===== config.mk =====
export PLATFORM = sky130hd
export DESIGN_NAME = icache_hit_select
export DESIGN_NICKNAME = d
export VERILOG_FILES = /design/src/design/icache_pkg.sv /design/src/design/icache_hit_select.sv
export SDC_FILE = /design/constraint.sdc
export NUM_CORES = 1
export LEC_CHECK = 0
export ABC_AREA = 1
export BUFFER_PORTS_ARGS = -buffer_cell sky130_fd_sc_hd__buf_4
export CORE_AREA = 3 3 225 227
export CTS_CLUSTER_DIAMETER = 200
export CTS_CLUSTER_SIZE = 24
export DETAILED_ROUTE_END_ITERATION = 10
export DIE_AREA = 0 0 228 230
export PLACE_DENSITY = 0.31
export SLEW_MARGIN = 15
export SYNTH_ARGS = -nofsm -noshare
export SYNTH_HDL_FRONTEND = slang
export SYNTH_SLANG_ARGS = --single-unit

===== constraint.sdc =====
create_clock -name clk_i -period 1.5 [get_ports clk_i]
set_input_delay 0.3 -clock clk_i [delete_from_list [all_inputs] [get_ports clk_i]]
set_output_delay 0.3 -clock clk_i [all_outputs]
set_load 0.005 [all_outputs]

===== src/design/icache_pkg.sv =====
// Instruction cache package with geometry constants and shared packed types
package icache_pkg;

  //////////////////////////////////////////////////////////////////////////
  // Geometry
  //////////////////////////////////////////////////////////////////////////

  localparam int ICACHE_WAYS     = 4;
  localparam int ICACHE_SETS     = 16;
  localparam int ICACHE_WORD_W   = 32;
  localparam int ICACHE_WORDS    = 4;

  // Byte address fields
  localparam int ICACHE_TAG_W    = 8;
  localparam int ICACHE_INDEX_W  = 4;
  localparam int ICACHE_OFFSET_W = 4;

  // Derived widths
  localparam int ICACHE_WAY_ID_W   = $clog2(ICACHE_WAYS);
  localparam int ICACHE_WORD_IDX_W = $clog2(ICACHE_WORDS);
  localparam int ICACHE_BYTE_OFF_W = ICACHE_OFFSET_W - ICACHE_WORD_IDX_W;

  //////////////////////////////////////////////////////////////////////////
  // Data types
  //////////////////////////////////////////////////////////////////////////

  typedef logic [ICACHE_WORD_W-1:0] word_t;

  // Word 0 sits in the low bits of the block
  typedef word_t [ICACHE_WORDS-1:0] block_t;

  typedef struct packed {
    logic [ICACHE_TAG_W-1:0]    tag;
    logic [ICACHE_INDEX_W-1:0]  index;
    logic [ICACHE_OFFSET_W-1:0] offset;
  } fetch_addr_t;

  // Block address as sent on the refill port
  typedef struct packed {
    logic [ICACHE_TAG_W-1:0]   tag;
    logic [ICACHE_INDEX_W-1:0] index;
  } line_addr_t;

  typedef struct packed {
    logic                    valid;
    logic [ICACHE_TAG_W-1:0] tag;
  } tag_entry_t;

  // Whole-block write into one way
  typedef struct packed {
    logic                      wr_v;
    logic [ICACHE_INDEX_W-1:0] index;
    logic [ICACHE_WAYS-1:0]    way;
    logic [ICACHE_TAG_W-1:0]   tag;
    block_t                    block;
  } fill_t;

  // Per-way report in the verify cycle
  typedef struct packed {
    logic   hit;
    block_t block;
  } way_result_t;

endpackage


===== src/design/icache_hit_select.sv =====
// Way merge, word selection and registered hit or miss result
`timescale 1ns/1ps

module icache_hit_select
  import icache_pkg::*;
(
  input  logic                          clk_i,
  input  logic                          reset_i,

  // Lookup stage
  input  logic                          stage_v_i,
  input  fetch_addr_t                   stage_addr_i,
  input  way_result_t [ICACHE_WAYS-1:0] results_i,

  // Fetch result
  output word_t                         data_o,
  output logic                          data_v_o,
  output logic                          miss_v_o,

  // Towards miss control
  output logic                          miss_detect_o,
  output line_addr_t                    miss_line_o
);

  logic [ICACHE_WAYS-1:0]       hit_vec;
  logic                         hit_any;
  block_t                       hit_block;
  logic [ICACHE_WORD_IDX_W-1:0] word_idx;
  word_t                        word_sel;

  // One-hot hits, so an OR of masked blocks is the mux
  always_comb
  begin
    hit_block = '0;
    for (int w = 0; w < ICACHE_WAYS; w++)
    begin
      hit_vec[w] = results_i[w].hit;
      if (results_i[w].hit)
        hit_block = hit_block | results_i[w].block;
    end
  end

  assign hit_any  = |hit_vec;
  assign word_idx = stage_addr_i.offset[ICACHE_BYTE_OFF_W +: ICACHE_WORD_IDX_W];
  assign word_sel = hit_block[word_idx];

  // Miss report for the state machine, same cycle as the lookup
  assign miss_detect_o = stage_v_i & ~hit_any;
  assign miss_line_o   = '{tag: stage_addr_i.tag, index: stage_addr_i.index};

  //////////////////////////////////////////////////////////////////////////
  // Verify stage outputs
  //////////////////////////////////////////////////////////////////////////

  always_ff @(posedge clk_i)
  begin
    if (reset_i)
    begin
      data_v_o <= 1'b0;
      miss_v_o <= 1'b0;
    end
    else
    begin
      data_v_o <= stage_v_i & hit_any;
      miss_v_o <= miss_detect_o;
    end
  end

  always_ff @(posedge clk_i)
  begin
    if (stage_v_i)
      data_o <= word_sel;
  end

endmodule


-- Word level (Yosys, flattened, before mapping)
Index checks and enable logic that the tools add are counted.
- div/mod/pow operators: 0
- multiply operators: 0
- add/sub/neg operators: 0
- order comparisons: 1
- shift-type cells: 0
- eq/ne operators: 0
- reductions and logical operators: 1
- multiplexer cells: 6
- bitwise operators: 6
- operators with widths (kind ; number):
    2-to-1 mux 128 bit ; 4
    bitwise OR 128 bit ; 3
    binary-select mux 32 bit (select 2 bit) ; 1
    2-to-1 mux 32 bit ; 1
    OR reduction 4 bit ; 1
    < comparator 2 x 3 -> 1 bit (second input constant) ; 1
    AND 1 bit ; 2
    NOT 1 bit ; 1
- logic and storage cells: 17
- latch bits: 0
- memory bits (read-only): 0
- RAM bits: 0
- flip-flop bits (word level): 34
- memories kept: 0

-- Depth between registers and ports, before layout
- depth in word-level cells: 9
- depth in mapped cells: 8
- gate-level depth less buffers: 6

-- Worst setup path before layout
OpenSTA, ideal clock, no wires.
- path type: in2out
- start point: input port results_i[515] (netlist bit)
- end point: output port miss_detect_o
- data required time: 1.200 ns
- path slack: 0.318 ns
- data arrival time: 0.882 ns
- cell stages on the path: 5
- buffers on the path: 2
- cell sequence: buf_4 buf_2 nor2_1 nand2_1 nor2_1
- cells in the longest elaborated chain, start to end: 3
- RTL lines (what ; line ; RTL):
    from (decl) ; icache_hit_select.sv:13 ; input way_result_t [ICACHE_WAYS-1:0] results_i,
    OR reduction 4 bit ; icache_hit_select.sv:43 ; assign hit_any = |hit_vec;
    NOT 1 bit ; icache_hit_select.sv:48 ; assign miss_detect_o = stage_v_i & ~hit_any;
    AND 1 bit ; icache_hit_select.sv:48 ;
    to (decl) ; icache_hit_select.sv:21 ; output logic miss_detect_o,
No other way between the ends.

-- Worst setup path in the final report
- start point: input port results_i[515] (netlist bit)
- end point: register data_o[11] (data pin)
- cells in the longest elaborated chain, start to end: 3
- RTL lines (what ; line ; RTL):
    2-to-1 mux 128 bit ; icache_hit_select.sv:38 ; if (results_i[w].hit)
    binary-select mux 32 bit (select 2 bit) ; icache_hit_select.sv:45 ; assign word_sel = hit_block[word_idx];
    2-to-1 mux 32 bit (implied by the code) ; icache_hit_select.sv:45 ;
    named net word_sel[11] ; icache_hit_select.sv:29 ; word_t word_sel;
    to (signal assigned) ; icache_hit_select.sv:72 ; data_o <= word_sel;
    to (decl) ; icache_hit_select.sv:16 ; output word_t data_o,
The timed path passes the listed nets, and every way through them passes these cells. The select of a mux whose other input is x is not followed.
A chain may end at the register's enable or synchronous reset.

==> flow_summary.toml <==
[worst_hold_path]
min_path_type = "input pin to flip-flop"
holdCritStartpoint = "reset_i"

[clock_tree]
clock_sinks = 34
cts_tree = "done"
cts_inserted_buffers = 5
cts_max_level = 2
cts_buffer_depth = 2
clkTransAtPathRegs_ns = 0.06
root_buffer = "clkbuf_16"

[power]
peakVddDrop_mv = 0.244
powerDensity_nw_per_um2 = 462
leakagePower_nw = 6.55
total_power_w = 0.00521

[routing]
drt_iter0_drc = 364
wl_per_cell_um = 20.0
drc_errors = 0
first_pass_iters = 4
vias_per_cell = 3.88
ant_nets = 0
routed_wl_um = 48100
num_vias = 9330

[grt]
track_usage_pct = 17.5
antenna_found_initial = 3
grt_pass1_vias = 9701
grt_overflow = 0
grt_pass1_wl_um = 67300
grt_max_degree = 63

[critical_path]
crit_path_max_fanout = 33
startpoint = "results_i[515]"
slowest_stage = "nand3_1"
arrival_ns = 1.47
critPathLaunchType = "input pin"
crit_type = "input pin to flip-flop"
cp_cell_sequence = "buf_4, buf_12, buf_4, a21oi_1, nand3_1, nand3_1, nand2_1"
critPathCaptureType = "flip-flop"
critPathMaxStageDelay_ns = 0.26
required_ns = 1.55

[finish]
fillers = 5850
nets = 2275
layout_commonest_cell = "buf_4"
design_area_sq_um = 11300
area_growth_pct = 93.0
final_cell_mix = "614 x buf_4, 610 x nand2_1, 129 x inv_1"
drive_gt1_share_pct = 36.9

[status]
status = "finished clean"

[floorplanning]
dieArea_sq_um = 52400
die_h_um = 230
fp.dieW_um = 228
initial_core_util_pct = 12.0
num_rows = 81
fp.coreArea_sq_um = 48800
io_pins = 582

[synthesis]
ys_seq_area_share_pct = 17.1
netlist_instances = 1188
ys_warn_count = 0
synth_area_sq_um = 5850
synth.distinct_cells = 13
syn_nets = 1723
avgSynthCellArea_sq_um = 4.92
ys_seq_elements = 34

[place]
io_buffers = 555
dpl_cell_area_sq_um = 11100
place_congestion = 0.848
dp_hpwl_um = 40500

[sta]
tns_ns = 0
slew_violations = 0
hold_viol_final = 0
setup_viol = 0
hold_slack_ns = 0.161
rsz0062_at_grt = "no"
finalCriticalPeriod_ns = 1.42
tightest_slew_ns = 0.450
slew_headroom_pct = 70.0
clock.fmax_ghz = 0.703
period_share_pct = 94.8

[flow_run]
maxCapViolCount = 0
[per-stage QoR]
step | std cells | utilization (%) | setup slack (ns)
4_1_cts | 2405 | 23.1 | 0.00456
5_1_grt | 2405 | 23.1 | 0.00887
6_report | 2407 | 23.1 | 0.0776
2_1_floorplan | 1188 | - | 0.318
3_5_place_dp | 2399 | 22.8 | -0.348
3_3_place_gp | 2399 | 22.8 | -0.362
[critical path: cells and delay by family]
kind                   cells  cell delay [ns]
and+or+nand+nor            3             0.47
buffers and inverters      3             0.54
AOI/OAI and AO/OA          1             0.13
[flip-flops by register name (all words and copies together), names as in the netlist]
signal	cells
data_v_o	1
miss_v_o	1
data_o	32
[power by group]
part	total [W]	switching, W	internal, W
registers	0.00119	0.0000294	0.00116
clock network	0.00107	0.000462	0.000609
logic	0.00295	0.00140	0.00155
total	0.00521	0.00189	0.00332
[per-layer routing]
| metal | share of wire [%] | vias to the layer above | wire [um] | track usage (%) |
|---|---|---|---|---|
| met4 | 1.5 | 2 | 743 | 3.31 |
| li1 | - | 4755 | - | - |
| met1 | 44 | 4203 | 21100 | 22.3 |
| met2 | 48 | 334 | 23000 | 30.2 |
| met5 | 0.021 | - | 10 | 0 |
| met3 | 6.6 | 36 | 3200 | 4.29 |
[area by class of cell]
type                       count  area (sq um)  area share (%)
timing repair buffer         633          4980            44.1
inverter                     131           493            4.37
antenna                        2          5.00          0.0443
sequential                    34          1000            8.87
tap                          664           831            7.36
multi-input combinational    935          3840            34.0
clock buffer                   6           129            1.14
clock inverter                 2          8.76          0.0776
[synth_stat cells, drive strengths merged]
library cell  number  area share (%)
a21oi            128              11
buf               81             8.5
edfxtp            32              16
nor3               1           0.085
nand3            128              11
clkbuf             7            0.45
nand2            610              39
dfxtp              2            0.68
inv              131             8.4
nor2              68             4.4
[kinds of logic (layout without fill, tap and decap cells)]
family	count (synthesis)	after routing	synth area share (%)
compound gates	128	128	11.0
other cells	0	2	0
simple gates	807	807	54.5
buf+inv	219	772	17.4
flops	34	34	17.1
[final timing paths]
kind         end  slack [ns]  cells past startpoint
max   data_o[11]        0.08                      7
min     data_v_o        0.16                      2
[repair_timing]
item                                    4_1_cts  5_1_grt
buffers inserted                              0        0
endpoints found under the setup margin        2        4
hold buffers                                  0        0
cloned                                        0        0
gates resized for setup                       1        2
Power figures use the tool's default switching activity.
