[config.mk]
export PLATFORM = sky130hd
export DESIGN_NAME = icache_miss_ctrl
export DESIGN_NICKNAME = d
export VERILOG_FILES = /design/src/design/icache_pkg.sv /design/src/design/icache_miss_ctrl.sv
export SDC_FILE = /design/constraint.sdc
export NUM_CORES = 1
export LEC_CHECK = 0
export ABC_CLOCK_PERIOD_IN_PS = 1980
export BUFFER_PORTS_ARGS = -buffer_cell sky130_fd_sc_hd__buf_2
export CELL_PAD_IN_SITES_DETAIL_PLACEMENT = 0
export CELL_PAD_IN_SITES_GLOBAL_PLACEMENT = 2
export CORE_MARGIN = 1
export CORE_UTILIZATION = 11
export DETAILED_ROUTE_END_ITERATION = 16
export PLACE_DENSITY_LB_ADDON = 0.15
export SETUP_SLACK_MARGIN = 0.1
export SKIP_CTS_REPAIR_TIMING = 1
export SYNTH_ARGS = -nofsm -noshare
export SYNTH_HDL_FRONTEND = slang
export SYNTH_SLANG_ARGS = --single-unit
[constraint.sdc]
create_clock -name clk_i -period 1.98 [get_ports clk_i]
set_input_delay 0.198 -clock clk_i [delete_from_list [all_inputs] [get_ports clk_i]]
set_output_delay 0.198 -clock clk_i [all_outputs]
set_load 0.005 [all_outputs]
[src/design/icache_pkg.sv]
// Instruction cache package with geometry constants and shared packed types
package icache_pkg;

  //////////////////////////////////////////////////////////////////////////
  // Geometry
  //////////////////////////////////////////////////////////////////////////

  localparam int ICACHE_WAYS     = 4;
  localparam int ICACHE_SETS     = 16;
  localparam int ICACHE_WORD_W   = 32;
  localparam int ICACHE_WORDS    = 4;

  // Byte address fields
  localparam int ICACHE_TAG_W    = 8;
  localparam int ICACHE_INDEX_W  = 4;
  localparam int ICACHE_OFFSET_W = 4;

  // Derived widths
  localparam int ICACHE_WAY_ID_W   = $clog2(ICACHE_WAYS);
  localparam int ICACHE_WORD_IDX_W = $clog2(ICACHE_WORDS);
  localparam int ICACHE_BYTE_OFF_W = ICACHE_OFFSET_W - ICACHE_WORD_IDX_W;

  //////////////////////////////////////////////////////////////////////////
  // Data types
  //////////////////////////////////////////////////////////////////////////

  typedef logic [ICACHE_WORD_W-1:0] word_t;

  // Word 0 sits in the low bits of the block
  typedef word_t [ICACHE_WORDS-1:0] block_t;

  typedef struct packed {
    logic [ICACHE_TAG_W-1:0]    tag;
    logic [ICACHE_INDEX_W-1:0]  index;
    logic [ICACHE_OFFSET_W-1:0] offset;
  } fetch_addr_t;

  // Block address as sent on the refill port
  typedef struct packed {
    logic [ICACHE_TAG_W-1:0]   tag;
    logic [ICACHE_INDEX_W-1:0] index;
  } line_addr_t;

  typedef struct packed {
    logic                    valid;
    logic [ICACHE_TAG_W-1:0] tag;
  } tag_entry_t;

  // Whole-block write into one way
  typedef struct packed {
    logic                      wr_v;
    logic [ICACHE_INDEX_W-1:0] index;
    logic [ICACHE_WAYS-1:0]    way;
    logic [ICACHE_TAG_W-1:0]   tag;
    block_t                    block;
  } fill_t;

  // Per-way report in the verify cycle
  typedef struct packed {
    logic   hit;
    block_t block;
  } way_result_t;

endpackage

[src/design/icache_miss_ctrl.sv]
// Blocking miss FSM with four-phase refill request and round-robin victim
`timescale 1ns/1ps

module icache_miss_ctrl
  import icache_pkg::*;
(
  input  logic       clk_i,
  input  logic       reset_i,

  // From hit select
  input  logic       miss_detect_i,
  input  line_addr_t miss_line_i,

  // Fetch flow control
  output logic       fetch_ready_o,
  output logic       squash_o,

  // Refill port
  output logic       mem_req_o,
  output line_addr_t mem_addr_o,
  input  logic       mem_ack_i,
  input  block_t     mem_block_i,

  // Block write towards the ways
  output fill_t      fill_o
);

  typedef enum logic [1:0] {
    e_ready,
    e_wait_ack,
    e_wait_release
  } state_e;

  state_e                     state_r;
  state_e                     state_n;
  logic                       mem_req_r;
  line_addr_t                 miss_line_r;
  logic [ICACHE_WAY_ID_W-1:0] victim_r;
  logic                       fill_v;
  logic                       start_miss;

  assign start_miss = (state_r == e_ready) & miss_detect_i;
  assign fill_v     = (state_r == e_wait_ack) & mem_req_r & mem_ack_i;

  //////////////////////////////////////////////////////////////////////////
  // State machine
  //////////////////////////////////////////////////////////////////////////

  always_comb
  begin
    state_n = state_r;
    case (state_r)
      e_ready:        if (miss_detect_i) state_n = e_wait_ack;
      e_wait_ack:     if (fill_v) state_n = e_wait_release;
      // Wait for the responder to drop its ack
      e_wait_release: if (!mem_ack_i) state_n = e_ready;
      default:        state_n = e_ready;
    endcase
  end

  always_ff @(posedge clk_i)
  begin
    if (reset_i)
    begin
      state_r   <= e_ready;
      mem_req_r <= 1'b0;
      victim_r  <= '0;
    end
    else
    begin
      state_r   <= state_n;
      // Request one cycle into wait-ack, drop after the ack
      mem_req_r <= (state_r == e_wait_ack) & ~fill_v;
      if (fill_v)
        victim_r <= (victim_r == ICACHE_WAY_ID_W'(ICACHE_WAYS - 1)) ? '0 : victim_r + 1'b1;
    end
  end

  always_ff @(posedge clk_i)
  begin
    if (start_miss)
      miss_line_r <= miss_line_i;
  end

  // The fetch accepted with the missing one is dropped
  assign squash_o      = start_miss;
  assign fetch_ready_o = (state_r == e_ready);
  assign mem_req_o     = mem_req_r;
  assign mem_addr_o    = miss_line_r;

  assign fill_o.wr_v  = fill_v;
  assign fill_o.index = miss_line_r.index;
  assign fill_o.way   = ICACHE_WAYS'(1) << victim_r;
  assign fill_o.tag   = miss_line_r.tag;
  assign fill_o.block = mem_block_i;

endmodule

Word level (Yosys, flattened, before mapping)
Cells that the tools add are included.
{ "totals": {"word_cells": 25, "reg_bits": 17, "out_inout_bits": 160} }
{ "classes": {"n_eq_ne": 6, "n_reduce_logical": 2, "n_mux": 5, "shift": 1, "n_bitwise": 5, "add_sub_neg": 1} }
{ "op_table": {"columns": ["cell", "n"], "rows": [
  ["two-way mux 2 bit", 4],
  ["!= test 2 bit (second input constant)", 3],
  ["one-hot mux 2 bit (3 select lines)", 1],
  ["AND 1 bit", 4],
  ["equality test 2 bit (second input constant)", 2],
  ["left shift 1 x 2 -> 4 bit (first input constant)", 1],
  ["AND reduction 3 bit", 1],
  ["adder 2 x 1 -> 2 bit (second input constant)", 1],
  ["equality test 2 x 1 -> 1 bit (second input constant)", 1],
  ["logical NOT 2 bit", 1],
  ["NOT 1 bit", 1]
]} }

Longest topological paths before layout
{ "logic_depth": {"ltp_word": 5, "ltp_mapped": 4, "depth_no_buf": 4} }

Least setup slack after synthesis
OpenSTA, ideal clock, no wires.
{ "synth_path": {"kind": "flip-flop to flip-flop", "from": "register state_r[0]", "to": "register miss_line_r (netlist bit fill_o[128]) (enable)", "path_stages_with_launch": 2, "t_arrival_ns": 1.508, "synth_period_minus_slack_ns": 1.917, "slack_ns": 0.063, "path_buffers": 0, "path_cell_list": "dfxtp_1 > nor3b_1"} }
{ "synth_between": {"elab_chain_len": 2} }
{ "synth_rtl": {"columns": ["item", "line_no", "text"], "rows": [
  ["start, declared", "icache_miss_ctrl.sv:34", "state_e state_r;"],
  ["start signal, assigned", "icache_miss_ctrl.sv:65", "state_r <= e_ready;"],
  ["start signal, assigned", "icache_miss_ctrl.sv:71", "state_r <= state_n;"],
  ["logical NOT 2 bit", "icache_miss_ctrl.sv:42", "assign start_miss = (state_r == e_ready) & miss_detect_i;"],
  ["AND 1 bit", "icache_miss_ctrl.sv:42", null],
  ["via squash_o", "icache_miss_ctrl.sv:16", "output logic squash_o,"],
  ["end signal, assigned", "icache_miss_ctrl.sv:82", "miss_line_r <= miss_line_i;"],
  ["end, declared", "icache_miss_ctrl.sv:37", "line_addr_t miss_line_r;"]
]} }
The timed path passes the listed nets, and every way through them passes these cells.
A chain may end at the register's enable or synchronous reset.

Final worst setup path
{ "layout_path": {"from": "register state_r[0]", "to": "output squash_o"} }
{ "layout_between": {"elab_chain_len": 2} }
{ "layout_rtl": {"columns": ["item", "line_no"], "rows": [
  ["logical NOT 2 bit", "icache_miss_ctrl.sv:42"],
  ["AND 1 bit", "icache_miss_ctrl.sv:42"],
  ["end, declared", "icache_miss_ctrl.sv:16"]
]} }
No other way between the ends.

==> results_dict.tcl <==
set metrics [dict create \
    outcome "completed" \
    final_antenna_net_count 0 \
    final_max_slew_viol_count 0 \
    detail_route.wl_per_cell_um 9.36 \
    post-place-ws_ns 0.791 \
    place_area_um2 1140 \
    wl_mm 2.63 \
    crit_slowest_cell "dfxtp_1" \
    grt_max_degree 14 \
    cts_tree "yes" \
    crit_type "reg -> out" \
    clk_pin_slew_ns 0.05 \
    die_height_um 127 \
    core_area_um2 15200 \
    slew_headroom_pct 87.0 \
    port-buffer-count 47 \
    final_util_pct 8.00 \
    arrival_ns 1.25 \
    grt_pass1_vias 670 \
    path_cells "nor3b_2, buf_4, buf_2" \
    leakage_uw 0.000468 \
    syn_inst 182 \
    peakVddDrop_uv 245 \
    cts_buffers 3 \
    max_stage_delay_ns 0.35 \
    period_share_pct 72.9 \
    rows 45 \
    cts_buffer_depth 2 \
    drive_gt1_share_pct 59.1 \
    final_common_cell "buf_2" \
    mostFrequentLayoutCells "47 x buf_2, 12 x edfxtp_1, 5 x dfxtp_1" \
    design_area_um2 1220 \
    vias_per_cell 2.31 \
    start_util_pct 11.3 \
    ys_seq_elements 17 \
    combPwrFrac_pct 10.3 \
    tightest_slew_ns 0.194 \
    final.min_clock_period_ns 1.44 \
    ios 304 \
    area_growth_pct -29.0 \
    nets 242 \
    whs_ns 0.126 \
    gr-total-overflow 0 \
    critPathMaxFanout 13 \
    antenna_cells 0 \
    syn-cell-area_um2 1710 \
    cp.required_ns 1.78 \
    drt_iter0_drc 13 \
    path_buf_inv 2 \
    drt_drc_violations_left 0 \
    rsz0062_at_grt "no" \
    ys_types 18 \
    end_kind "primary output" \
    p_sw_uw 191 \
    cp-start-kind "flop" \
    setup-violations-final 0 \
    switching_share_pct 20.6 \
    use_met3_pct 2.15 \
    min_path_type "in -> reg" \
    p_int_uw 735 \
    synth_nets 330 \
    clock_tree.root_cell "clkbuf_16" \
    fin_tns_setup_ns 0 \
    seqCellArea_um2 460 \
    drt-pass1-iter-count 2 \
    yosysWarnings 0 \
    fmax_mhz 693 \
    multiInputGateArea_um2 188 \
    fill_cells 1770 \
    worst_slack_ns 0.536 \
    cellPowerDensity_nw_per_um2 761 \
    die_area_um2 16100 \
    synth_seq_area_share_pct 26.9 \
    finalHoldViolations 0 \
    cpLargestDelayFamily "buffers and inverters" \
    grt_pass1_wl_mm 3.70 \
    fin_skew_ns 0.00232 \
    syn_area_per_cell_um2 9.41 \
    use_met2_pct 4.74 \
    h-tree-depth 1 \
    cts_sinks 17 \
    antenna_found_initial 0 \
    grt.busiest_layer "met2" \
    gp_congestion 0.611 \
    vias 648 \
    maxCapViolCount 0 \
    clkPwrFrac_pct 43.8 \
    pwr-share-seq_pct 45.9 \
    grt_util_met1_pct 2.15 \
    track_usage_pct 3.12 \
    insertion_delay_ns 0.24 \
    die_x_um 127 \
    dp.final_hpwl_mm 2.11 \
]
==> sequential cells by signal, indices dropped and copies added (netlist names) <==
name	flops
victim_r	2
state_r	2
mem_req_o	1
fill_o	12
==> final timing paths <==
check / cells after the start / end / start / slack, ns
min: 1 / fill_o[129] / miss_line_i[5] / 0.13
max reg2reg: 2 / fill_o[132] / state_r[0] / 0.82
min reg2reg: 2 / victim_r[1] / victim_r[1] / 0.51
max: 3 / squash_o / state_r[0] / 0.54
==> power groups by stage <==
stage / sequential [uW] / combinational, uW / clock, uW
after floorplan: 433 / 262 / 0
after global placement: 431 / 104 / 0
after detailed placement: 432 / 98.9 / 0
after CTS: 425 / 99.2 / 428
after global routing: 429 / 108 / 439
final: 424 / 95.6 / 405
==> worst register-to-register path, stage by stage, from the launching register on <==
cell and delay (ns):
dfxtp_1 0.35, nor3b_2 0.24, buf_4 0.25
==> through the flow <==
stage          instances  power [uW]
2_1_floorplan        182         695
3_3_place_gp         277         536
3_5_place_dp         277         531
4_1_cts              281         953
5_1_grt              281         976
6_report             281         925
==> cell usage after synthesis <==
| cell type | count | area (um2) |
|---|---|---|
| o2bb2ai_2 | 1 | 15.0 |
| or3b_1 | 1 | 8.76 |
| inv_1 | 3 | 11.3 |
| nand2b_1 | 4 | 25.0 |
| mux2i_1 | 1 | 10.0 |
| dfxtp_1 | 5 | 100 |
| mux2_4 | 1 | 15.0 |
| a21oi_1 | 1 | 5.00 |
| and2_1 | 1 | 6.26 |
| nor3b_1 | 1 | 7.51 |
| edfxtp_1 | 12 | 360 |
| nor2b_1 | 1 | 6.26 |
| nor2_1 | 2 | 7.51 |
| nand3b_1 | 1 | 7.51 |
| buf_4 | 141 | 1060 |
| nor3_1 | 1 | 5.00 |
| ha_1 | 4 | 50.1 |
| and4b_4 | 1 | 13.8 |
==> per-layer routing <==
| metal | wire [um] | vias up |
|---|---|---|
| li1 | - | 250 |
| met1 | 701 | 278 |
| met2 | 1180 | 72 |
| met3 | 504 | 48 |
| met4 | 245 | 0 |
| met5 | 0 | - |
==> area by class of cell <==
class                           instances  area share (%)
Inverter                                3           0.926
Clock buffer                            4            6.48
Sequential cell                        17            37.9
Tap cell                              188            19.3
Timing Repair Buffer                   48            20.0
Multi-Input combinational cell         21            15.4
==> logic make-up (layout without fill, tap and decap cells) <==
| kind of cell | after synthesis | after routing | synth area share (%) |
|---|---|---|---|
| muxes | 2 | 2 | 1.46 |
| adders and majority gates | 4 | 4 | 2.92 |
| and+or+nand+nor | 13 | 13 | 5.11 |
| DFF | 17 | 17 | 26.9 |
| buffers and inverters | 144 | 55 | 62.5 |
| AOI/OAI and AO/OA | 2 | 2 | 1.17 |
Note: power is estimated with default switching activity, not from simulation.
