**src/design/icache_pkg.sv**
```systemverilog
// Instruction cache package with geometry constants and shared packed types
package icache_pkg;

  //////////////////////////////////////////////////////////////////////////
  // Geometry
  //////////////////////////////////////////////////////////////////////////

  localparam int ICACHE_WAYS     = 4;
  localparam int ICACHE_SETS     = 16;
  localparam int ICACHE_WORD_W   = 32;
  localparam int ICACHE_WORDS    = 4;

  // Byte address fields
  localparam int ICACHE_TAG_W    = 8;
  localparam int ICACHE_INDEX_W  = 4;
  localparam int ICACHE_OFFSET_W = 4;

  // Derived widths
  localparam int ICACHE_WAY_ID_W   = $clog2(ICACHE_WAYS);
  localparam int ICACHE_WORD_IDX_W = $clog2(ICACHE_WORDS);
  localparam int ICACHE_BYTE_OFF_W = ICACHE_OFFSET_W - ICACHE_WORD_IDX_W;

  //////////////////////////////////////////////////////////////////////////
  // Data types
  //////////////////////////////////////////////////////////////////////////

  typedef logic [ICACHE_WORD_W-1:0] word_t;

  // Word 0 sits in the low bits of the block
  typedef word_t [ICACHE_WORDS-1:0] block_t;

  typedef struct packed {
    logic [ICACHE_TAG_W-1:0]    tag;
    logic [ICACHE_INDEX_W-1:0]  index;
    logic [ICACHE_OFFSET_W-1:0] offset;
  } fetch_addr_t;

  // Block address as sent on the refill port
  typedef struct packed {
    logic [ICACHE_TAG_W-1:0]   tag;
    logic [ICACHE_INDEX_W-1:0] index;
  } line_addr_t;

  typedef struct packed {
    logic                    valid;
    logic [ICACHE_TAG_W-1:0] tag;
  } tag_entry_t;

  // Whole-block write into one way
  typedef struct packed {
    logic                      wr_v;
    logic [ICACHE_INDEX_W-1:0] index;
    logic [ICACHE_WAYS-1:0]    way;
    logic [ICACHE_TAG_W-1:0]   tag;
    block_t                    block;
  } fill_t;

  // Per-way report in the verify cycle
  typedef struct packed {
    logic   hit;
    block_t block;
  } way_result_t;

endpackage

```
**src/design/icache_array.sv**
```systemverilog
// Cache storage array with one synchronous read port and one write port
`timescale 1ns/1ps

module icache_array
  import icache_pkg::*;
#(
  parameter type entry_t = tag_entry_t
)
(
  input  logic                      clk_i,
  input  logic                      reset_i,
  input  logic                      rd_v_i,
  input  logic [ICACHE_INDEX_W-1:0] rd_index_i,
  input  logic                      wr_v_i,
  input  logic [ICACHE_INDEX_W-1:0] wr_index_i,
  input  entry_t                    wr_data_i,
  output entry_t                    rd_data_o
);

  entry_t mem_r [ICACHE_SETS];

  // Cleared entries read as invalid tags
  always_ff @(posedge clk_i)
  begin
    if (reset_i)
    begin
      for (int i = 0; i < ICACHE_SETS; i++)
      begin
        mem_r[i] <= '0;
      end
      rd_data_o <= '0;
    end
    else
    begin
      if (wr_v_i)
        mem_r[wr_index_i] <= wr_data_i;
      // Old contents on a same-index write
      if (rd_v_i)
        rd_data_o <= mem_r[rd_index_i];
    end
  end

endmodule

```
**src/design/icache_way.sv**
```systemverilog
// One cache way holding tags and blocks, with its own tag compare
`timescale 1ns/1ps

module icache_way
  import icache_pkg::*;
#(
  parameter int WAY_ID = 0
)
(
  input  logic                      clk_i,
  input  logic                      reset_i,
  input  logic                      rd_v_i,
  input  logic [ICACHE_INDEX_W-1:0] rd_index_i,
  input  fill_t                     fill_i,
  input  logic [ICACHE_TAG_W-1:0]   lookup_tag_i,
  output way_result_t               result_o
);

  logic       wr_v;
  tag_entry_t wr_tag;
  tag_entry_t rd_tag;
  block_t     rd_block;

  // Only the way picked by the one-hot victim takes the fill
  assign wr_v   = fill_i.wr_v & fill_i.way[WAY_ID];
  assign wr_tag = '{valid: 1'b1, tag: fill_i.tag};

  icache_array #(
    .entry_t (tag_entry_t)
  ) i_tag_array (
    .clk_i      (clk_i),
    .reset_i    (reset_i),
    .rd_v_i     (rd_v_i),
    .rd_index_i (rd_index_i),
    .wr_v_i     (wr_v),
    .wr_index_i (fill_i.index),
    .wr_data_i  (wr_tag),
    .rd_data_o  (rd_tag)
  );

  icache_array #(
    .entry_t (block_t)
  ) i_block_array (
    .clk_i      (clk_i),
    .reset_i    (reset_i),
    .rd_v_i     (rd_v_i),
    .rd_index_i (rd_index_i),
    .wr_v_i     (wr_v),
    .wr_index_i (fill_i.index),
    .wr_data_i  (fill_i.block),
    .rd_data_o  (rd_block)
  );

  // Verify cycle compare
  assign result_o.hit   = rd_tag.valid & (rd_tag.tag == lookup_tag_i);
  assign result_o.block = rd_block;

endmodule

```
**config.mk**
```make
export PLATFORM = sky130hd
export DESIGN_NAME = icache_way
export DESIGN_NICKNAME = d
export VERILOG_FILES = /design/src/design/icache_pkg.sv /design/src/design/icache_array.sv /design/src/design/icache_way.sv
export SDC_FILE = /design/constraint.sdc
export NUM_CORES = 2
export LEC_CHECK = 0
export BUFFER_PORTS_ARGS = -buffer_cell sky130_fd_sc_hd__buf_2
export CORE_ASPECT_RATIO = 0.6
export CORE_UTILIZATION = 65
export DETAILED_ROUTE_END_ITERATION = 7
export PLACE_DENSITY = 0.84
export SLEW_MARGIN = 5
export SYNTH_ARGS = -nofsm -noshare
export SYNTH_HDL_FRONTEND = slang
export SYNTH_SLANG_ARGS = --single-unit
```
**constraint.sdc**
```tcl
create_clock -name clk_i -period 31.9 [get_ports clk_i]
set_input_delay 1.595 -clock clk_i [delete_from_list [all_inputs] [get_ports clk_i]]
set_output_delay 1.595 -clock clk_i [all_outputs]
set_load 0.01 [all_outputs]
```
# --- Word level (Yosys, flattened, before mapping) ---
# Memories as Yosys holds them, arrays and structs flattened. A register that Yosys moved wholly into a read port is not among the register bits.
# Index checks and enable logic that the tools add are counted.
totals:
  output_inout_bits: 129
  mem_count: 2
  elab_cells: 18
  ram_bits: 2192
  in_bits: 160
  reg_bits: 0
memory_table:
  columns: ["name", "words", "word_bits", "read_ports", "rd_ports_with_merged_regs", "write_ports", "line", "rtl"]
  rows:
  - ["i_block_array.mem_r", 16, 128, 1, 1, 16, "icache_array.sv:20", "entry_t mem_r [ICACHE_SETS];"]
  - ["i_tag_array.mem_r", 16, 9, 1, 1, 16, "icache_array.sv:20", null]
classes:
  n_eq_ne: 1
  reduce_logical: 2
  bitwise: 2
  mux: 11
op_table:
  columns: ["cell", "n"]
  rows:
  - ["128-bit 2-to-1 mux", 1]
  - ["128-bit OR reduction", 1]
  - ["9-bit 2-to-1 mux", 1]
  - ["9-bit OR reduction", 1]
  - ["8-bit equality test", 1]
  - ["4-bit 2-to-1 mux", 2]
  - ["1-bit 2-to-1 mux", 7]
  - ["1-bit AND", 2]

# --- Logic depth before layout (Yosys ltp) ---
logic_depth:
  word_depth: 6
  ltp_mapped: 10
  depth_no_buf: 4

# --- Hierarchy ---
# Synthesis repeated with hierarchy kept, for this count alone.
unflattened:
  hier_cells: 7401
  area_unflattened_um2: 103566.8
by_module_without_submodules:
  columns: ["mod", "seq_area_each_um2", "cells_per_inst", "instances", "area_each_um2"]
  rows:
  - ["icache_array (i_block_array)", 64061.4, 6864, 1, 96498.8]
  - ["icache_array (i_tag_array)", 4504.3, 523, 1, 6962.9]
  - ["icache_way", 0.0, 14, 1, 105.1]

# --- Worst setup path after synthesis ---
# OpenSTA, ideal clock, no wires.
synth_path:
  kind: "input port to flip-flop"
  from: "input port reset_i"
  to: "memory i_block_array.mem_r[4][0] (netlist name) (enable)"
  path_stages: 4
  setup_slack_ps: 19146
  n_path_buf: 2
  arrival_time_ps: 11935
  required_ps: 31081
  path_cell_list: "buf_2 > or4_1 > buf_2 > o21ai_0"
synth_rtl:
  columns: ["item", "line", "rtl"]
  rows:
  - ["from (decl)", "icache_way.sv:11", "input logic reset_i,"]
  - ["to (decl)", "icache_array.sv:20", null]

==> impl_table.tex <==
\begin{tabular}{lr}
\hline
Metric & Value \\
\hline
\multicolumn{2}{l}{\textbf{Yosys}} \\
Distinct cell type count after synthesis & 38 \\
Synth top area cells & sky130\_fd\_sc\_hd\_\_edfxtp\_1, sky130\_fd\_sc\_hd\_\_and2\_1, sky130\_fd\_sc\_hd\_\_mux2i\_1 \\
Cell with the most instances after synthesis & sky130\_fd\_sc\_hd\_\_and2\_1 \\
Register area share after synthesis & 0.663 \\
Number of enable-type register cells in the synthesized netlist & 2,176 \\
Async SR Flop Fraction & 0 \\
Synth Cell Area & 0.103 mm\^{}2 \\
Area share of the largest cell type after synthesis & 0.633 \\
Number of instances in the synthesized netlist & 7,220 \\
Biggest area consumer among synthesized cells & sky130\_fd\_sc\_hd\_\_edfxtp\_1 \\
Leading cell types by count after synthesis & sky130\_fd\_sc\_hd\_\_and2\_1, sky130\_fd\_sc\_hd\_\_edfxtp\_1, sky130\_fd\_sc\_hd\_\_mux2i\_1 \\
Leading register cell type out of synthesis & sky130\_fd\_sc\_hd\_\_edfxtp\_1 \\
Synthesized area per cell & 14.3 um\^{}2 \\
Warnings from Yosys & 0 \\
Synth Net Count & 7,380 \\
Number of storage elements in the synthesis netlist & 2,329 \\
\multicolumn{2}{l}{\textbf{Worst setup path}} \\
Worst r2r path cells & 4 \\
Crit. End Element & flip-flop \\
Most prevalent standard cell on the critical path & sky130\_fd\_sc\_hd\_\_buf\_4 \\
Kind of critical path & primary input to flip-flop \\
Required time at the worst-slack endpoint & 32.34 ns \\
CP peak stage delay & 0.99 ns \\
Setup crit start kind & primary input \\
Reg2reg start & i\_block\_array.mem\_r[8][19]\$\_SDFFCE\_PP0P\_ \\
RR Endpoint & i\_block\_array.rd\_data\_o[19]\$\_SDFFE\_PP0P\_ \\
Cell with the biggest individual delay on the critical path & sky130\_fd\_sc\_hd\_\_buf\_4 \\
CP cell instances & buf\_4 -> nand2b\_1 -> or2\_2 -> nor3\_2 -> buf\_4 -> or2\_4 -> buf\_4 -> buf\_4 \\
Crit Path Max Fanout & 54 \\
Worst reg-to-reg setup slack & 30.17 ns \\
Data arrival, critical path & 6.39 ns \\
\multicolumn{2}{l}{\textbf{Die}} \\
Number of placed I/O pins & 289 \\
Starting utilization of the core area & 0.659 \\
Chip Height & 311 um \\
Row Count & 112 \\
Core area & 0.157 mm\^{}2 \\
Horizontal die dimension & 516 um \\
Die area & 0.160 mm\^{}2 \\
\multicolumn{2}{l}{\textbf{Worst hold path}} \\
Worst min-delay path endpoint & i\_block\_array.rd\_data\_o[49]\$\_SDFFE\_PP0P\_ \\
Hold Path Stages & 2 \\
Hold path start & i\_block\_array.rd\_data\_o[49]\$\_SDFFE\_PP0P\_ \\
Worst min path class & flip-flop to flip-flop \\
\multicolumn{2}{l}{\textbf{Global routing}} \\
Overall global routing resource usage & 0.352 \\
Grt total ovfl & 0 \\
Global-route wire length before repair & 409 mm \\
Number of antenna violations at the first check in global routing & 49 \\
Maximum number of pins on one net before global-route repair & 143 \\
Via count of the first global-routing pass & 61,700 \\
\multicolumn{2}{l}{\textbf{Clock network}} \\
Bufs on Longest Clock Path & 3 \\
Clk slew on worst S/H paths & 0.07 ns \\
Number of levels the H-tree was split into & 4 \\
Number of gates given a new drive strength after cts & 0 \\
Number of clock buffers inserted by TritonCTS & 199 \\
Clock net sink count & 2,329 \\
Number of buffers inserted by hold repair at cts & 0 \\
Library cell used as clock root buffer & sky130\_fd\_sc\_hd\_\_clkbuf\_16 \\
Later-pin clock latency in the skew report & 0.85 ns \\
Clock tree from TritonCTS & built \\
Post-CTS setup buffer count & 0 \\
\multicolumn{2}{l}{\textbf{STA}} \\
Setup violation total in the final timing report & 0 \\
F\_max & 168 MHz \\
Remaining max-slew budget at the tightest pin & 0.168 \\
Fin crit share & 0.187 \\
Worst slew pin tran & 1.25 ns \\
Setup Total Neg Slack & 0 ns \\
Minimum period implied by the final worst setup slack & 5.95 ns \\
Hold violation total from the final report & 0 \\
Setup repair after global routing missed its margin & false \\
Max Slew Vio Count & 0 \\
Setup Skew & 0.0362 ns \\
\multicolumn{2}{l}{\textbf{Place}} \\
DP Wirelength & 137 mm \\
Last weighted congestion value of the routability-driven placer & 0.772 \\
Count of buffers inserted at the top-level ports & 285 \\
Number of instances in the placed design & 9,082 \\
\multicolumn{2}{l}{\textbf{Final layout}} \\
Area taken by flip-flops and latches & 0.0684 mm\^{}2 \\
Area Overhead vs Synth & 8.63\% \\
Finished Layout Cells & 9,488 \\
Proportion of layout cells with a drive suffix above 1 & 0.138 \\
Fin nets & 7,334 \\
Filler cell count in the final layout & 9,579 \\
Total area of multi-input combinational cells & 0.0322 mm\^{}2 \\
\multicolumn{2}{l}{\textbf{Detailed routing}} \\
DRT antenna net count & 0 \\
Number of design-rule violations left by the first detailed-router iteration & 9,680 \\
Average wire per standard cell & 29.5 um \\
Post-route DRC & 0 \\
Via-per-instance ratio & 6.53 \\
Number of detailed-route iterations in the first pass & 8 \\
Via Count & 62,000 \\
Final WL & 280 mm \\
\multicolumn{2}{l}{\textbf{Power}} \\
Worst voltage drop across the vdd grid & 0.0590 mV \\
Power per unit of standard cell area & 57.3 mW/mm\^{}2 \\
Leak pwr & 0.0414 uW \\
\multicolumn{2}{l}{\textbf{Job}} \\
Total of max-cap violations & 0 \\
\multicolumn{2}{l}{\textbf{Run status}} \\
Run status & finished clean \\
\hline
\end{tabular}
[per-stage QoR]
step           hold WS (ns)  instance area, um^2   util  total power, uW  setup slack, ns
5_1_grt               0.475               112000  0.716             6580            26.03
3_5_place_dp          0.437               106000  0.675             4080            25.20
6_report              0.450               112000  0.716             6430            25.95
3_3_place_gp          0.431               106000  0.675             4050            25.28
4_1_cts               0.452               112000  0.716             6420            26.08
2_1_floorplan         0.421               103000      -             3930            19.15
[kinds of logic after synthesis]
family / synth area share
xor+xnor: 0.000679
simple gates: 0.160
mux: 0.123
buf+inv: 0.0279
flops: 0.663
compound gates: 0.0258
[per-layer routing]
metal,up-vias,global-route usage,wire (um)
met3,688,0.0715,36600
met5,-,0,91
met4,16,0.147,10500
met2,4623,0.548,132000
li1,25900,-,-
met1,30800,0.488,100000
[registers in the layout (all words and copies together), names as in the netlist]
signal                   flops
i_block_array.mem_r       2048
i_tag_array.mem_r          144
i_block_array.rd_data_o    128
i_tag_array.rd_data_o        9
[power breakdown]
| part | switching (uW) | total, uW | leakage, uW | internal, uW |
|---|---|---|---|---|
| Clock | 1100 | 2410 | 0.00311 | 1300 |
| Combinational | 300 | 459 | 0.0163 | 159 |
| Sequential | 60.4 | 3560 | 0.0220 | 3500 |
| Total | 1460 | 6430 | 0.0414 | 4970 |
[worst max-delay path: cells and delay by family]
family,cells,cell delay [ns]
buf+inv,4,2.88
simple gates,4,1.64
[worst max-delay path by stage]
stage                                               endpoint  startpoint  cells after the start  slack, ns
finish              i_block_array.mem_r[3][68]$_SDFFCE_PP0P_     reset_i                      8      25.95
floorplan            i_block_array.mem_r[4][0]$_SDFFCE_PP0P_     reset_i                      4      19.15
global placement    i_block_array.mem_r[3][68]$_SDFFCE_PP0P_     reset_i                      8      25.28
detailed placement  i_block_array.mem_r[3][68]$_SDFFCE_PP0P_     reset_i                      8      25.20
CTS                 i_block_array.mem_r[3][68]$_SDFFCE_PP0P_     reset_i                      8      26.08
global route        i_block_array.mem_r[3][68]$_SDFFCE_PP0P_     reset_i                      8      26.03
[cell type report]
cell class                 count  area share
antenna                       32    0.000714
clock inverter                87     0.00634
clock buffer                 287      0.0501
multi-input combinational   4247       0.287
sequential                  2329       0.610
inverter                       1   0.0000335
timing repair buffer         396      0.0218
tap                         2109      0.0235
[cell usage in the layout (no fill, tap or decap), types with 14 or more instances in the layout]
cell type / instances
sky130_fd_sc_hd__a21o_1: 16
sky130_fd_sc_hd__a21oi_1: 170
sky130_fd_sc_hd__a22oi_1: 170
sky130_fd_sc_hd__and2_1: 2176
sky130_fd_sc_hd__buf_2: 280
sky130_fd_sc_hd__buf_4: 101
sky130_fd_sc_hd__clkbuf_1: 64
sky130_fd_sc_hd__clkbuf_16: 205
sky130_fd_sc_hd__clkbuf_8: 18
sky130_fd_sc_hd__clkinv_1: 38
sky130_fd_sc_hd__clkinv_2: 31
sky130_fd_sc_hd__dfxtp_1: 153
sky130_fd_sc_hd__diode_2: 32
sky130_fd_sc_hd__edfxtp_1: 2176
sky130_fd_sc_hd__mux2_2: 97
sky130_fd_sc_hd__mux2i_1: 687
sky130_fd_sc_hd__mux4_2: 208
sky130_fd_sc_hd__nand2_1: 257
sky130_fd_sc_hd__nand3_1: 256
sky130_fd_sc_hd__nor2_1: 52
sky130_fd_sc_hd__nor2_4: 14
sky130_fd_sc_hd__nor3_1: 45
sky130_fd_sc_hd__o22ai_1: 45
(Power assumes the default switching activity.)
